### config.mk
export PLATFORM = sky130hd
export DESIGN_NAME = cphyRxTop
export DESIGN_NICKNAME = d
export VERILOG_FILES = /design/src/cphyRxPkg.sv /design/src/wireStateDecoder.sv /design/src/syncDetector.sv /design/src/symbolDeserializer.sv /design/src/symbolDemapper.sv /design/src/cphyRxTop.sv
export SDC_FILE = /design/constraint.sdc
export NUM_CORES = 1
export LEC_CHECK = 0
export BUFFER_PORTS_ARGS = -buffer_cell sky130_fd_sc_hd__buf_2
export CAP_MARGIN = 20
export CORE_ASPECT_RATIO = 2
export CORE_MARGIN = 5
export CORE_UTILIZATION = 40
export DETAILED_ROUTE_END_ITERATION = 10
export PLACE_DENSITY = 0.65
export SYNTH_ARGS = -nofsm -noshare
export SYNTH_HDL_FRONTEND = slang
export SYNTH_HIERARCHICAL = 1
export SYNTH_SLANG_ARGS = --single-unit
### constraint.sdc
create_clock -name RxSymClkHS -period 13.9 [get_ports RxSymClkHS]
set_clock_uncertainty 0.2 [all_clocks]
set_input_delay 0.695 -clock RxSymClkHS [delete_from_list [all_inputs] [get_ports RxSymClkHS]]
set_output_delay 0.695 -clock RxSymClkHS [all_outputs]
set_load 0.03 [all_outputs]
### src/cphyRxPkg.sv
/*
 Shared types and constants for the C-PHY HS receive path.
 Symbol values use a plain base-5 rule, not the real C-PHY 16-bit table.
 Wire states are the raw AB/BC/CA comparator bits, 000 and 111 illegal.
*/
`default_nettype none

package cphyRxPkg;

    // ============================================================
    // Wire states
    // ============================================================
    typedef logic [2:0] wireState_t;                  // {AB, BC, CA}

    localparam wireState_t WsPosX = 3'b100;
    localparam wireState_t WsNegX = 3'b011;
    localparam wireState_t WsPosY = 3'b010;
    localparam wireState_t WsNegY = 3'b101;
    localparam wireState_t WsPosZ = 3'b001;
    localparam wireState_t WsNegZ = 3'b110;

    typedef enum logic [1:0] {LetterX, LetterY, LetterZ} wireLetter_t;

    // ============================================================
    // Symbols and groups
    // ============================================================
    typedef struct packed {
        logic flip;
        logic rotation;
        logic polarity;
    } hsSymbol_t;

    typedef struct packed {
        hsSymbol_t symbol;
        logic      valid;                             // One beat per strobe
        logic      bad;                               // Repeat or illegal state
    } symbolBeat_t;

    localparam int SymbolsPerWord = 7;
    localparam int WordValueWidth = 17;               // 4 * 19531 = 78124 max
    localparam int unsigned MaxWordValue = 65535;

    typedef logic [2:0] symValue_t;                   // 0..4

    typedef struct packed {
        hsSymbol_t [SymbolsPerWord-1:0] sym;          // Entry 0 arrived first
        logic                           bad;
    } symbolGroup_t;

    typedef struct packed {
        logic [15:0] data;
        logic        invalidCode;
    } hsWord_t;

    // Sync word in arrival order
    localparam symValue_t SyncWord [SymbolsPerWord] = '{3, 4, 4, 4, 4, 4, 3};

    // Weight of entry i is 5 ** (6 - i)
    localparam int unsigned SymWeight [SymbolsPerWord] = '{15625, 3125, 625, 125, 25, 5, 1};

    // Letter is where the odd bit sits
    function automatic wireLetter_t wireLetter(wireState_t ws);
        case (ws)
            WsPosX, WsNegX: return LetterX;
            WsPosY, WsNegY: return LetterY;
            WsPosZ, WsNegZ: return LetterZ;
            default:        return LetterX;          // Illegal, caller checks
        endcase
    endfunction

    function automatic logic wireIsLegal(wireState_t ws);
        return (ws != 3'b000) && (ws != 3'b111);
    endfunction

    function automatic logic wireIsPositive(wireState_t ws);
        return ws inside {WsPosX, WsPosY, WsPosZ};    // Exactly one bit set
    endfunction

    function automatic symValue_t symValue(hsSymbol_t s);
        return s.flip ? symValue_t'(4) : symValue_t'({s.rotation, s.polarity});
    endfunction

endpackage

`default_nettype wire

### src/wireStateDecoder.sv
/*
 Wire-state to symbol decoder, one registered beat per state after the first.
 A repeated state or an illegal code gives a bad beat with a zero symbol.
 HsRxEn low drops the previous state, so the next state starts fresh.
*/
`timescale 1ns/1ps
`default_nettype none

module wireStateDecoder import cphyRxPkg::*;
(
    input  logic        RxSymClkHS,
    input  logic        RstN,
    input  logic        HsRxEn,
    input  wireState_t  WireState,
    output symbolBeat_t beat
);

    wireState_t  prevState;                           // Last sampled state
    logic        prevValid;                           // prevState is usable
    wireLetter_t prevLetter;
    wireLetter_t curLetter;
    wireLetter_t aheadLetter;                         // Letter after prevLetter
    logic        legalPair;
    hsSymbol_t   nextSymbol;

    assign prevLetter = wireLetter(prevState);
    assign curLetter  = wireLetter(WireState);

    // x -> y -> z -> x
    always_comb
    begin
        case (prevLetter)
            LetterX: aheadLetter = LetterY;
            LetterY: aheadLetter = LetterZ;
            default: aheadLetter = LetterX;
        endcase
    end

    // Both legal and an actual transition
    assign legalPair = wireIsLegal(prevState) && wireIsLegal(WireState)
                       && (prevState != WireState);

    // ============================================================
    // Symbol rule
    // ============================================================
    always_comb
    begin
        nextSymbol = '0;
        if (legalPair)
        begin
            if (prevLetter == curLetter)
                nextSymbol.flip = 1'b1;               // Same letter, sign flipped
            else
            begin
                nextSymbol.rotation = (curLetter == aheadLetter);     // Forward turn
                nextSymbol.polarity = wireIsPositive(prevState)
                                      != wireIsPositive(WireState);
            end
        end
    end

    always_ff @(posedge RxSymClkHS or negedge RstN)
    begin
        if (!RstN)
        begin
            prevState <= '0;
            prevValid <= 1'b0;
            beat      <= '0;
        end
        else if (!HsRxEn)
        begin
            prevState <= '0;                          // Forget the old burst
            prevValid <= 1'b0;
            beat      <= '0;
        end
        else
        begin
            prevState    <= WireState;
            prevValid    <= 1'b1;
            beat.valid   <= prevValid;                // First state makes no beat
            beat.bad     <= prevValid && !legalPair;
            beat.symbol  <= prevValid ? nextSymbol : '0;
        end
    end

    // Downstream sums the symbol blindly, so a bad beat must read as zero
    badBeatZero: assert property (@(posedge RxSymClkHS) disable iff (!RstN)
        beat.bad |-> (beat.valid && beat.symbol == '0))
        else $error("Bad beat carries symbol %0d", beat.symbol);

endmodule

`default_nettype wire

### src/syncDetector.sv
/*
 Start-of-transmission search on the beat stream.
 One outcome per burst: sync, a bad beat, or SyncTimeout beats without sync.
 After any of them the search stops until HsRxEn goes low.
*/
`timescale 1ns/1ps
`default_nettype none

module syncDetector import cphyRxPkg::*;
#(
    parameter int SyncTimeout = 64                    // Beats allowed before sync
)
(
    input  logic        RxSymClkHS,
    input  logic        RstN,
    input  logic        HsRxEn,
    input  symbolBeat_t beat,
    output logic        wordAlign,
    output logic        RxSyncHS,
    output logic        RxActiveHS,
    output logic        ErrSotHS,
    output logic        ErrSotSyncHS
);

    localparam int CntW = $clog2(SyncTimeout + 1);

    typedef enum logic [1:0] {Searching, Aligned, Failed} syncState_t;

    syncState_t                         state;
    logic [CntW-1:0]                    beatCount;    // Beats seen in this search
    symValue_t [SymbolsPerWord-1:0]     histSym;      // Index 0 oldest
    logic [SymbolsPerWord-1:0]          histBad;
    symValue_t [SymbolsPerWord-1:0]     nextSym;
    logic [SymbolsPerWord-1:0]          nextBad;
    logic                               syncHit;

    // History with the current beat shifted in on top
    assign nextSym = {symValue(beat.symbol), histSym[SymbolsPerWord-1:1]};
    assign nextBad = {beat.bad, histBad[SymbolsPerWord-1:1]};

    always_comb
    begin
        syncHit = (nextBad == '0);
        for (int i = 0; i < SymbolsPerWord; i++)
            syncHit = syncHit && (nextSym[i] == SyncWord[i]);
    end

    // ============================================================
    // Search state
    // ============================================================
    always_ff @(posedge RxSymClkHS or negedge RstN)
    begin
        if (!RstN)
        begin
            state        <= Searching;
            beatCount    <= '0;
            histSym      <= '0;
            histBad      <= '0;
            RxSyncHS     <= 1'b0;
            ErrSotHS     <= 1'b0;
            ErrSotSyncHS <= 1'b0;
        end
        else
        begin
            RxSyncHS     <= 1'b0;                     // Pulses by default
            ErrSotHS     <= 1'b0;
            ErrSotSyncHS <= 1'b0;
            if (!HsRxEn)
            begin
                state     <= Searching;               // Rearm for next burst
                beatCount <= '0;
                histSym   <= '0;
                histBad   <= '0;
            end
            else if (state == Searching && beat.valid)
            begin
                histSym   <= nextSym;
                histBad   <= nextBad;
                beatCount <= beatCount + 1'b1;
                if (beat.bad)
                begin
                    ErrSotHS <= 1'b1;                 // Corrupt preamble
                    state    <= Failed;
                end
                else if (syncHit)
                begin
                    RxSyncHS <= 1'b1;
                    state    <= Aligned;
                end
                else if (beatCount == CntW'(SyncTimeout - 1))
                begin
                    ErrSotSyncHS <= 1'b1;             // Gave up waiting
                    state        <= Failed;
                end
            end
        end
    end

    assign wordAlign  = (state == Aligned);
    assign RxActiveHS = (state == Aligned);

    syncXorErr: assert property (@(posedge RxSymClkHS) disable iff (!RstN)
        RxSyncHS |-> !(ErrSotHS || ErrSotSyncHS))
        else $error("Sync and SoT error in one cycle");

endmodule

`default_nettype wire

### src/symbolDeserializer.sv
/*
 Groups aligned beats by seven and strobes each group for one cycle.
 Counting starts with the first beat after wordAlign rises.
 The group register changes right after the strobe; sample it on groupValid.
*/
`timescale 1ns/1ps
`default_nettype none

module symbolDeserializer import cphyRxPkg::*;
(
    input  logic         RxSymClkHS,
    input  logic         RstN,
    input  logic         wordAlign,
    input  symbolBeat_t  beat,
    output symbolGroup_t group,
    output logic         groupValid
);

    localparam logic [2:0] LastIdx = 3'(SymbolsPerWord - 1);

    logic [2:0] count;                                // Slot for the next beat
    logic       take;

    assign take = wordAlign && beat.valid;

    // ============================================================
    // Slot counter and strobe
    // ============================================================
    always_ff @(posedge RxSymClkHS or negedge RstN)
    begin
        if (!RstN)
        begin
            count      <= '0;
            groupValid <= 1'b0;
        end
        else
        begin
            groupValid <= 1'b0;
            if (!wordAlign)
                count <= '0;                          // Lost alignment
            else if (beat.valid)
            begin
                if (count == LastIdx)
                begin
                    count      <= '0;                 // Next group starts at once
                    groupValid <= 1'b1;
                end
                else
                    count <= count + 1'b1;
            end
        end
    end

    // Group payload loaded beat by beat
    always_ff @(posedge RxSymClkHS)
    begin
        if (take)
        begin
            group.sym[count] <= beat.symbol;
            // First slot restarts the error flag
            group.bad <= (count == '0) ? beat.bad : (group.bad | beat.bad);
        end
    end

    countRange: assert property (@(posedge RxSymClkHS) disable iff (!RstN)
        count <= LastIdx)
        else $error("Symbol count out of range: %0d", count);

endmodule

`default_nettype wire

### src/symbolDemapper.sv
/*
 Base-5 demapper: seven symbol values, entry 0 most significant.
 Values above 65535 or a group with a bad beat raise the invalid flag.
 Data is the value modulo 65536; one word per groupValid, no stall.
*/
`timescale 1ns/1ps
`default_nettype none

module symbolDemapper import cphyRxPkg::*;
(
    input  logic         RxSymClkHS,
    input  logic         RstN,
    input  symbolGroup_t group,
    input  logic         groupValid,
    output logic [15:0]  RxDataHS,
    output logic         RxInvalidCodeHS,
    output logic         RxValidHS
);

    logic [WordValueWidth-1:0] wordValue;             // Up to 78124
    hsWord_t                   wordNext;
    hsWord_t                   wordReg;

    // ============================================================
    // Constant-weight sum
    // ============================================================
    always_comb
    begin
        wordValue = '0;
        for (int i = 0; i < SymbolsPerWord; i++)
            wordValue = wordValue
                        + WordValueWidth'(symValue(group.sym[i]) * SymWeight[i]);
    end

    always_comb
    begin
        wordNext.data        = wordValue[15:0];       // Modulo 65536
        wordNext.invalidCode = (wordValue > MaxWordValue) || group.bad;
    end

    // Output word and strobe
    always_ff @(posedge RxSymClkHS or negedge RstN)
    begin
        if (!RstN)
        begin
            wordReg   <= '0;
            RxValidHS <= 1'b0;
        end
        else
        begin
            RxValidHS <= groupValid;                  // One cycle behind group
            if (groupValid)
                wordReg <= wordNext;                  // Hold between words
        end
    end

    assign RxDataHS        = wordReg.data;
    assign RxInvalidCodeHS = wordReg.invalidCode;

endmodule

`default_nettype wire

### src/cphyRxTop.sv
/*
 C-PHY HS receive path on a single RxSymClkHS clock.
 HsRxEn must stay high for the whole burst; dropping it ends the burst.
 RxValidHS lags the state completing a word's last symbol by three edges.
*/
`timescale 1ns/1ps
`default_nettype none

module cphyRxTop import cphyRxPkg::*;
#(
    parameter int SyncTimeout = 64                    // Beats before ErrSotSyncHS
)
(
    input  logic        RxSymClkHS,
    input  logic        RstN,
    input  logic        HsRxEn,
    input  wireState_t  WireState,
    output logic [15:0] RxDataHS,
    output logic        RxValidHS,
    output logic        RxInvalidCodeHS,
    output logic        RxSyncHS,
    output logic        RxActiveHS,
    output logic        ErrSotHS,
    output logic        ErrSotSyncHS
);

    symbolBeat_t  beat;                               // Decoder to sync and deser
    logic         wordAlign;
    symbolGroup_t group;
    logic         groupValid;

    // ============================================================
    // Receive chain
    // ============================================================
    wireStateDecoder wireStateDecoder_i (
        .RxSymClkHS   (RxSymClkHS),
        .RstN         (RstN),
        .HsRxEn       (HsRxEn),
        .WireState    (WireState),
        .beat         (beat)
    );

    syncDetector #(
        .SyncTimeout  (SyncTimeout)
    ) syncDetector_i (
        .RxSymClkHS   (RxSymClkHS),
        .RstN         (RstN),
        .HsRxEn       (HsRxEn),
        .beat         (beat),
        .wordAlign    (wordAlign),
        .RxSyncHS     (RxSyncHS),
        .RxActiveHS   (RxActiveHS),
        .ErrSotHS     (ErrSotHS),
        .ErrSotSyncHS (ErrSotSyncHS)
    );

    symbolDeserializer symbolDeserializer_i (
        .RxSymClkHS   (RxSymClkHS),
        .RstN         (RstN),
        .wordAlign    (wordAlign),
        .beat         (beat),
        .group        (group),
        .groupValid   (groupValid)
    );

    symbolDemapper symbolDemapper_i (
        .RxSymClkHS      (RxSymClkHS),
        .RstN            (RstN),
        .group           (group),
        .groupValid      (groupValid),
        .RxDataHS        (RxDataHS),
        .RxInvalidCodeHS (RxInvalidCodeHS),
        .RxValidHS       (RxValidHS)
    );

endmodule

`default_nettype wire

======== After elaboration in Yosys (flattened, before gate mapping) ========
Cells that the tools add are included.
word-level totals
  bits of input ports ..................... 6
  output and inout bits ................... 22
  bits in registers ....................... 90
operators by class
  $mul .................................... 6
  eq/ne operators ......................... 30
  reduce and logical (&&, ||, !) cells .... 30
  add/sub/neg operators ................... 8
  order comparisons ....................... 3
  bitwise operators ....................... 1
  multiplexer cells ....................... 51
operator list
  operator                                               number
  two-way mux 3 bit                                      15
  two-way mux 21 bit                                     2
  == test 3 bit (second input constant)                  12
  two-way mux 7 bit                                      4
  bitwise mux 21 bit                                     1
  two-way mux 1 bit                                      18
  adder 17 x 10 -> 17 bit                                1
  adder 17 x 13 -> 17 bit                                1
  adder 17 x 15 -> 17 bit                                1
  adder 17 x 3 -> 17 bit                                 1
  adder 17 x 6 -> 17 bit                                 1
  adder 17 x 8 -> 17 bit                                 1
  > comparator 17 x 16 -> 1 bit (second input constant)  1
  multiplier 3 x 14 -> 17 bit (second input constant)    1
  logical AND 1 bit                                      15
  multiplier 3 x 12 -> 15 bit (second input constant)    1
  multiplier 3 x 10 -> 13 bit (second input constant)    1
  == test 3 x 2 -> 1 bit (second input constant)         4
  two-way mux 2 bit                                      6
  one-hot mux 2 bit (2 select lines)                     3
  nonzero test 3 bit                                     4
  multiplier 3 x 7 -> 10 bit (second input constant)     1
  demux 3 bit (select 3 bit)                             1
  multiplier 3 x 5 -> 8 bit (second input constant)      1
  24 further kinds                                       32

======== Longest topological paths before layout ========
Gate-level depths: netlist (run 1).
  word-level depth ........................ 12
  depth in mapped cells ................... 20
  gate-level depth less buffers ........... 19

======== By module ========
The synthesis (run 1) kept the hierarchy.
by module, submodules not included
  module              area an instance (sq um)  seq. area each (sq um)  times used  cells each
  symbolDemapper      3557.2                    450.4                   1           355
  syncDetector        1654.1                    900.9                   1           165
  symbolDeserializer  915.9                     760.7                   1           54
  wireStateDecoder    708.2                     225.2                   1           76

======== Worst setup path before layout (run 1) ========
Ideal clock, no wire load.
  path type ............................... register -> register
  start point ............................. register, netlist name symbolDeserializer_i/group[9]
  end point ............................... register symbolDemapper_i.wordReg, in the netlist symbolDemapper_i/RxDataHS[15]
  library setup time ...................... 0.126 ns
  cell stages (with the launch flop) ...... 17
  arrival time ............................ 5.325 ns
  slack ................................... 8.249 ns
  buffers on the path ..................... 0
  clock period less this slack ............ 5.651 ns
  cells stage by stage .................... edfxtp_1 > nor2b_1 > ha_1 > fa_1 > fa_1 > fa_1 > fa_1 > inv_1 > fa_1 > inv_1 > ha_1 > o211ai_1 > nand2_1 > and3_1 > a221o_1 > and2_4 > a311o_1
on the way
  cells in the longest elaborated chain, start to end .. 7
RTL lines
  element                      RTL line              RTL
  two-way mux 3 bit            cphyRxPkg.sv:80       return s.flip ? symValue_t'(4) : symValue_t'({s.rotation, s.polarity});
  multiplier 3 x 10 -> 13 bit  symbolDemapper.sv:32  + WordValueWidth'(symValue(group.sym[i]) * SymWeight[i]);
  adder 17 x 13 -> 17 bit      symbolDemapper.sv:32
  adder 17 x 10 -> 17 bit      symbolDemapper.sv:32
  adder 17 x 8 -> 17 bit       symbolDemapper.sv:32
  adder 17 x 6 -> 17 bit       symbolDemapper.sv:32
  adder 17 x 3 -> 17 bit       symbolDemapper.sv:32
  to (signal assigned)         symbolDemapper.sv:53  wordReg <= wordNext;
  to (decl)                    symbolDemapper.sv:22  hsWord_t wordReg;
Every way passes these cells.
A chain may end at the register's enable or synchronous reset.

======== Final worst setup path (run 1) ========
  start point ............................. register, netlist name symbolDeserializer_i/group[12]
  end point ............................... register symbolDemapper_i.wordReg, in the netlist symbolDemapper_i/RxDataHS[15]
on the way
  cells in the longest elaborated chain, start to end .. 6
RTL lines
  element                     RTL line
  two-way mux 3 bit           cphyRxPkg.sv:80
  multiplier 3 x 7 -> 10 bit  symbolDemapper.sv:32
  adder 17 x 10 -> 17 bit     symbolDemapper.sv:32
  adder 17 x 8 -> 17 bit      symbolDemapper.sv:32
  adder 17 x 6 -> 17 bit      symbolDemapper.sv:32
  adder 17 x 3 -> 17 bit      symbolDemapper.sv:32
Every way passes these cells.

==> results of run 1 <==
-- power by group --
group	switching (uW)	internal, uW
Combinational	26.3	16.7
Clock	101	145
Sequential	4.29	269
-- final cells by class --
cell class | count | area share, %
clock buffer | 10 | 3.22
tap | 207 | 3.49
clock inverter | 6 | 0.876
multi-input combinational | 461 | 54.9
timing repair buffer | 30 | 2.12
sequential | 89 | 31.5
inverter | 78 | 3.94
-- synthesized netlist by cell type (4+ instances only) --
cell type / count
inv_1: 77
mux2_2: 9
nor3b_1: 4
nand2b_1: 12
and2_1: 13
a21o_1: 7
nor2_1: 20
nor2b_1: 16
edfxtp_1: 22
and3_1: 4
clkbuf_1: 13
a21oi_1: 16
o22ai_1: 4
buf_6: 4
buf_2: 5
o21ai_0: 12
ha_1: 77
fa_1: 48
xnor2_1: 13
nor4_1: 4
nand4_1: 4
a21boi_0: 21
or2_2: 8
nand2_1: 72
dfrtp_1: 67
a21boi_1: 6
nand3_1: 7
xor2_1: 9
-- sequential cells by signal (all words and copies together), names as in the netlist --
register / cells
symbolDemapper_i/RxDataHS: 16
symbolDemapper_i/RxInvalidCodeHS: 1
symbolDemapper_i/RxValidHS: 1
symbolDeserializer_i/count: 3
symbolDeserializer_i/group: 22
symbolDeserializer_i/groupValid: 1
syncDetector_i/ErrSotHS: 1
syncDetector_i/ErrSotSyncHS: 1
syncDetector_i/RxSyncHS: 1
syncDetector_i/beatCount: 7
syncDetector_i/histBad: 6
syncDetector_i/histSym: 18
syncDetector_i/state: 2
wireStateDecoder_i/beat: 5
wireStateDecoder_i/prevState: 3
wireStateDecoder_i/prevValid: 1
-- routing by layer --
metal	vias to the layer above	part of all wire [%]	global-route usage, %
met5	-	0	0
met4	0	4.6	7.98
met3	28	2.3	2.12
met2	91	59	30.6
met1	2270	34	15.7
li1	2211	-	-
-- cells by family after synthesis --
group                    share of synthesized area (%)
AO/OA/AOI/OAI                                     11.3
AND/OR/NAND/NOR                                   14.7
flip-flops                                        34.2
other                                            0.110
buffers and inverters                             6.55
multiplexers                                      1.78
XOR/XNOR                                          3.17
adder cells (fa/ha/maj)                           28.2
-- worst max-delay path, stage by stage, from the launching register on --
cell and delay, ns:
edfxtp_1 0.48, nor2b_1 0.57, ha_1 0.40, fa_1 0.51, fa_1 0.45, fa_1 0.53, fa_1 0.55, inv_1 0.06
fa_1 0.54, inv_1 0.04, ha_1 0.36, o211ai_1 0.18, nand2_1 0.10, and3_1 0.20, a221o_1 0.39, and2_4 0.19
a311o_1 0.26
-- stage by stage --
step | area [um^2] | total power [uW] | setup slack (ns) | hold WS, ns | std cells
floorplan | 6860 | 310 | 8.25 | 0.199 | 656
global placement | 7120 | 320 | 7.90 | 0.287 | 865
detailed placement | 7120 | 322 | 7.82 | 0.286 | 865
CTS | 7430 | 571 | 7.78 | 0.301 | 881
global route | 7430 | 586 | 7.50 | 0.325 | 881
finish | 7430 | 562 | 7.77 | 0.299 | 881
-- worst max path at each step --
stage | depth (start not counted) | start | end | slack (ns)
after floorplan | 16 | symbolDeserializer_i/group[9]$_DFFE_PP_ | symbolDemapper_i/RxDataHS[15]$_DFFE_PN0P_ | 8.25
after global placement | 16 | symbolDeserializer_i/group[12]$_DFFE_PP_ | symbolDemapper_i/RxDataHS[15]$_DFFE_PN0P_ | 7.90
after detailed placement | 16 | symbolDeserializer_i/group[12]$_DFFE_PP_ | symbolDemapper_i/RxDataHS[15]$_DFFE_PN0P_ | 7.82
after CTS | 16 | symbolDeserializer_i/group[12]$_DFFE_PP_ | symbolDemapper_i/RxDataHS[15]$_DFFE_PN0P_ | 7.78
after global routing | 16 | symbolDeserializer_i/group[12]$_DFFE_PP_ | symbolDemapper_i/RxDataHS[15]$_DFFE_PN0P_ | 7.50
final | 16 | symbolDeserializer_i/group[12]$_DFFE_PP_ | symbolDemapper_i/RxDataHS[15]$_DFFE_PN0P_ | 7.77
==> summary.md, run 1 <==
| Metric | Value |
|---|---|
| CTS HTree Levels | `3` |
| Dominant cell type by area after synthesis | `dfrtp_1` |
| Avg Synthesized Cell Area | `10.5 um^2` |
| Min-Delay Endpoint | `wireStateDecoder_i/beat[1]$_DFF_PN0_` |
| Fin crit share | `approximately 44%` |
| CTS Buffer Depth | `2` |
| I/O Buffers | `27` |
| Per-cell routed wire length | `16.7 um` |
| Yosys top cell area share | `24.5%` |
| Slew headroom | `36.7%` |
| Max Freq | `163 MHz` |
| HPWL after DPL | `12.1 mm` |
| Critical Path Sink Type | `register` |
| CP Launch Type | `register` |
| Worst reg-to-reg setup slack | `7.77 ns` |
| Largest net degree at the start of global routing | `68` |
| Total GRT Usage | `15.9%` |
| Antenna violations before repair | `0` |
| Max-cap violations | `0` |
| Most frequent cells in the layout | `inv_1, ha_1, nand2_1, dfrtp_1, fa_1` |
| Hold Buf Count CTS | `0` |
| Vias in the first global route | `5033` |
| Setup TNS | `0 ns` |
| Tmin final | `6.13 ns` |
| Syn Inst Count | `650` |
| Grt ovf | `0` |
| Worst path required time | `13.92 ns` |
| Yosys cell types | `80` |
| Seq. cell area | `2340 um^2` |
| Floorplan row count | `67` |
| Yosys warns | `6` |
| Antenna diodes | `0` |
| Setup violations, final | `0` |
| Fill cell count | `1594` |
| Synth-to-layout area growth | `8.68%` |
| First-pass iteration count of the detailed router | `5` |
| Synthesized area | `just under 7000 um^2` |
| Die area | `20000 um^2` |
| Hold Path Stages | `2` |
| Hold WC Path Type | `reg -> reg` |
| RSZ-0062 raised after global routing | `no` |
| Status | `finished, final reports clean` |
| CTS clock-pin slew for the worst setup and hold paths | `0.07 ns` |
| Die Height | `195 um` |
| Seq/Total Area, Yosys | `between 30% and 40%` |
| #FFs+latches synth | `89` |
| Crit Path Max Fanout | `8` |
| Num ports | `28` |
| Worst-Margin Slew | `between 0.9 and 1 ns` |
| Vias per cell | `5.22` |
| Asr flop ratio synth | `75.3%` |
| First-pass GRT wire length | `24.6 mm` |
| Count of nets after finishing | `800` |
| Layout Utilization | `between 40% and 50%` |
| Final ANT Viol Nets | `0` |
| Hold Vio Cnt, Final | `0` |
| EDFF count, synth | `22` |
| Leak pwr | `0.00370 uW` |
| Fin. max-slew vios | `0` |
| # clock sinks | `slightly below 90` |
| Hold Path Origin | `wireStateDecoder_i/prevValid$_DFF_PN0_` |
| Vias | `4600` |
| Core area | `16800 um^2` |
| Critical R2R Launch | `symbolDeserializer_i/group[12]$_DFFE_PP_` |
| Post-CTS setup buffer count | `0` |
| WP data arrival | `6.15 ns` |
| RR Endpoint | `symbolDemapper_i/RxDataHS[15]$_DFFE_PN0P_` |
| CP Class | `reg -> reg` |
| Footprint of the multi-input gates | `4080 um^2` |
| CTS Buf Count | `9` |
| DRC violations left | `0` |
| Power per Cell Area | `75.7 nW/um^2` |
| Routed wire length | `between 10 and 15 mm` |
| Ranking of synthesized cells by area | `dfrtp_1, ha_1, fa_1, edfxtp_1, inv_1` |
| Clock latency at the later pin of the worst-skew pair | `0.34 ns` |
| GP Congestion | `0.840` |
| Starting Density | `40.8%` |
| DRC violation total after the first TritonRoute iteration | `162` |
| Resized Gates After CTS | `0` |
| TritonCTS clock tree | `done` |
| Worst VDD drop | `0.102 mV` |
| Share of cells above drive strength 1 | `11.9%` |
| Root Driver | `clkbuf_16` |
| R2R cell count | `16` |
| Die Wd | `102 um` |
| Synth Flop Type | `dfrtp_1` |
Power figures use the tool's default switching activity.
==> inputs of run 2 (changes only) <==
PLACE_DENSITY = 0.67   (was 0.65)
clock period = 5 ns   (was 13.9 ns; I/O delays follow)
==> summary.md, run 2 (synthesis gave the netlist of run 1 again) <==
| Metric | Value |
|---|---|
| Status | `finished, violations left (was finished, final reports clean)` |
| Failing checks | `setup timing` |
| Worst-Margin Slew | `0.947 ns (was 0.950 ns)` |
| Antenna violations before repair | `0 (unchanged)` |
| Clock latency at the later pin of the worst-skew pair | `0.34 ns (about the same)` |
| Footprint of the multi-input gates | `4320 um^2 (was 4080 um^2)` |
| Worst path required time | `5.01 ns (was 13.92 ns)` |
| Share of cells above drive strength 1 | `22.0% (was 11.9%)` |
| Leak pwr | `0.00394 uW (was 0.00370 uW)` |
| Crit Path Max Fanout | `4 (was 8)` |
| Layout Utilization | `47.9% (was 44.3%)` |
| Starting Density | `40.8% (unchanged)` |
| GP Congestion | `0.857 (was 0.840)` |
| Most common cell after layout, fill and taps aside | `inv_1` |
| Worst VDD drop | `0.286 mV (was 0.102 mV)` |
| Vias per cell | `5.17 (was 5.22)` |
| Slew headroom | `36.9% (was 36.7%)` |
| Setup TNS | `-2.19 ns (was 0 ns)` |
| Fin. max-slew vios | `0 (unchanged)` |
| Num ports | `28 (unchanged)` |
| Floorplan row count | `67 (unchanged)` |
| Die Wd | `102 um (unchanged)` |
| Hold Slack | `0.0995 ns (was 0.299 ns)` |
| Hold Vio Cnt, Final | `0 (unchanged)` |
| Antenna diodes | `0 (unchanged)` |
| Max-cap violations | `0 (unchanged)` |
| Die Height | `195 um (unchanged)` |
| # clock sinks | `89 (unchanged)` |
| Most flops, register | `symbolDeserializer_i/group (unchanged)` |
| Fin area | `8030 um^2 (was 7430 um^2)` |
| RSZ-0062 raised after global routing | `yes (was no)` |
| Seq. cell area | `2340 um^2 (unchanged)` |
| Area post-placement | `7550 um^2 (was 7120 um^2)` |
| Synth-to-layout area growth | `17.5% (was 8.68%)` |
| Die area | `20000 um^2 (unchanged)` |
| Grt ovf | `0 (unchanged)` |
| WP data arrival | `5.42 ns (was 6.15 ns)` |
| Critical-path cell list | `buf_6 > or2_4 > ha_4 > fa_1 > fa_1 > fa_1 > fa_1 > inv_2 > fa_1 > inv_2 > ha_4 > o211ai_1 > nand2_1 > and3_1 > a221o_1 > and2_4 > a311o_1 (was nor2b_1 > ha_1 > fa_1 > fa_1 > fa_1 > fa_1 > inv_1 > fa_1 > inv_1 > ha_1 > o211ai_1 > nand2_1 > and3_1 > a221o_1 > and2_4 > a311o_1)` |
| CTS Buf Count | `9 (unchanged)` |
| DRC violation total after the first TritonRoute iteration | `134 (was 162)` |
| Critical path's most frequent cell | `fa_1 (unchanged)` |
| Hold WC Path Type | `in -> reg (was reg -> reg)` |
| Vias | `4804 (was 4600)` |
| CTS Buffer Depth | `2 (unchanged)` |
| HPWL after DPL | `12.2 mm (was 12.1 mm)` |
| DRC violations left | `0 (unchanged)` |
| First-pass GRT wire length | `25.1 mm (was 24.6 mm)` |
| CP Class | `reg -> reg (unchanged)` |
| Worst path slowest cell | `fa_1 (was nor2b_1)` |
| Fin crit share | `108% (was 44.1%)` |
| Core area | `16800 um^2 (unchanged)` |
| Routed wire length | `15.1 mm (was 14.7 mm)` |
| I/O Buffers | `27 (unchanged)` |
| Root Driver | `clkbuf_16 (unchanged)` |
| Worst setup margin | `-0.404 ns (was 7.77 ns)` |
| Max stage delay on crit path | `0.56 ns (was 0.57 ns)` |
| Fill cell count | `1549 (was 1594)` |
| Critical Path Sink Type | `register (unchanged)` |
| CTS HTree Levels | `3 (unchanged)` |
| Max FFs per register | `22 (unchanged)` |
| Max Freq | `185 MHz (was 163 MHz)` |
| Count of nets after finishing | `849 (was 800)` |
| CP Launch Type | `register (unchanged)` |
| Vias in the first global route | `5063 (was 5033)` |
| Most frequent cells in the layout | `inv_1, nand2_1, dfrtp_1, ha_1 (was inv_1, ha_1, nand2_1, dfrtp_1, fa_1)` |
| Setup violations, final | `8 (was 0)` |
| First-pass iteration count of the detailed router | `4 (was 5)` |
| Total GRT Usage | `16.1% (was 15.9%)` |
| CTS clock-pin slew for the worst setup and hold paths | `0.06 ns (was 0.07 ns)` |
| Tmin final | `5.40 ns (was 6.13 ns)` |
| Per-cell routed wire length | `16.2 um (was 16.7 um)` |
| Final ANT Viol Nets | `0 (unchanged)` |
| TritonCTS clock tree | `done (unchanged)` |
| Power per Cell Area | `189 nW/um^2 (was 75.7 nW/um^2)` |
| Largest net degree at the start of global routing | `42 (was 68)` |
==> run 2: cell types whose count changed in the layout (fill, tap and decap cells not counted), moves of 3 or more <==
cell	before	now
buf_4	3	46
inv_1	77	74
ha_1	77	67
ha_4	0	9
a21oi_1	16	12
inv_2	1	4
buf_6	0	5
clkbuf_1	0	3
nor2b_2	0	4
a21oi_2	1	4
nor2b_1	16	11
==> run 2: final timing paths <==
kind | start | end | slack, ns | depth (start not counted)
worst max-delay path | symbolDeserializer_i/group[9]$_DFFE_PP_ | symbolDemapper_i/RxDataHS[15]$_DFFE_PN0P_ | -0.40 | 17
worst min-delay path | WireState[1] | wireStateDecoder_i/prevState[1]$_DFF_PN0_ | 0.1 | 2
worst max register to register | symbolDeserializer_i/group[9]$_DFFE_PP_ | symbolDemapper_i/RxDataHS[15]$_DFFE_PN0P_ | -0.40 | 17
worst min register to register | symbolDemapper_i/RxDataHS[0]$_DFFE_PN0P_ | symbolDemapper_i/RxDataHS[0]$_DFFE_PN0P_ | 0.30 | 1
max in group asynchronous | RstN | symbolDemapper_i/RxDataHS[11]$_DFFE_PN0P_ | 3.31 | 3
min in group asynchronous | RstN | symbolDemapper_i/RxDataHS[0]$_DFFE_PN0P_ | 0.39 | 2
==> run 2: metal layers <==
metal	share of wire, %	up-vias	track usage [%]
met5	0	-	0
met1	35	2355	16.6
met4	6.7	0	10.3
li1	-	2307	-
met3	1.6	44	1.44
met2	57	98	29.7
==> run 2: worst max-delay path, delay by kind of cell (launching register included) <==
family                     cells  cell delay [ns]
and+or+nand+nor                4             0.63
buffers and inverters          3             0.25
adders and majority gates      7             2.92
AOI/OAI and AO/OA              3             0.80
DFF                            1             0.47
==> run 2: through the flow <==
step,total power [uW],std cells,setup slack (ns)
global route,1590,930,-0.568
CTS,1530,927,-0.417
global placement,899,906,-0.342
detailed placement,902,906,-0.425
floorplan,865,656,-0.139
finish,1520,930,-0.404
==> run 2: power by group <==
group / switching [uW] / total [uW] / internal (uW)
clock: 267 / 620 / 353
sequential: 11.5 / 760 / 749
combinational: 80.0 / 139 / 58.6
total: 359 / 1520 / 1160
==> run 2: layout make-up <==
| cell class | instances | area share (%) |
|---|---|---|
| Timing Repair Buffer | 79 | 6.81 |
| Clock buffer | 13 | 3.12 |
| Inverter | 78 | 3.65 |
| Clock inverter | 3 | 0.280 |
| Multi-Input combinational cell | 461 | 53.8 |
| Tap cell | 207 | 3.23 |
| Sequential cell | 89 | 29.1 |
==> run 2: what timing repair did <==
action | 4_1_cts | 5_1_grt
hold buffers | 1 | 0
pin swaps | 7 | 18
hold endpoints to repair | 40 | 0
gates resized for setup | 15 | 17
setup endpoints to repair | 9 | 11
setup buffers | 4 | 5
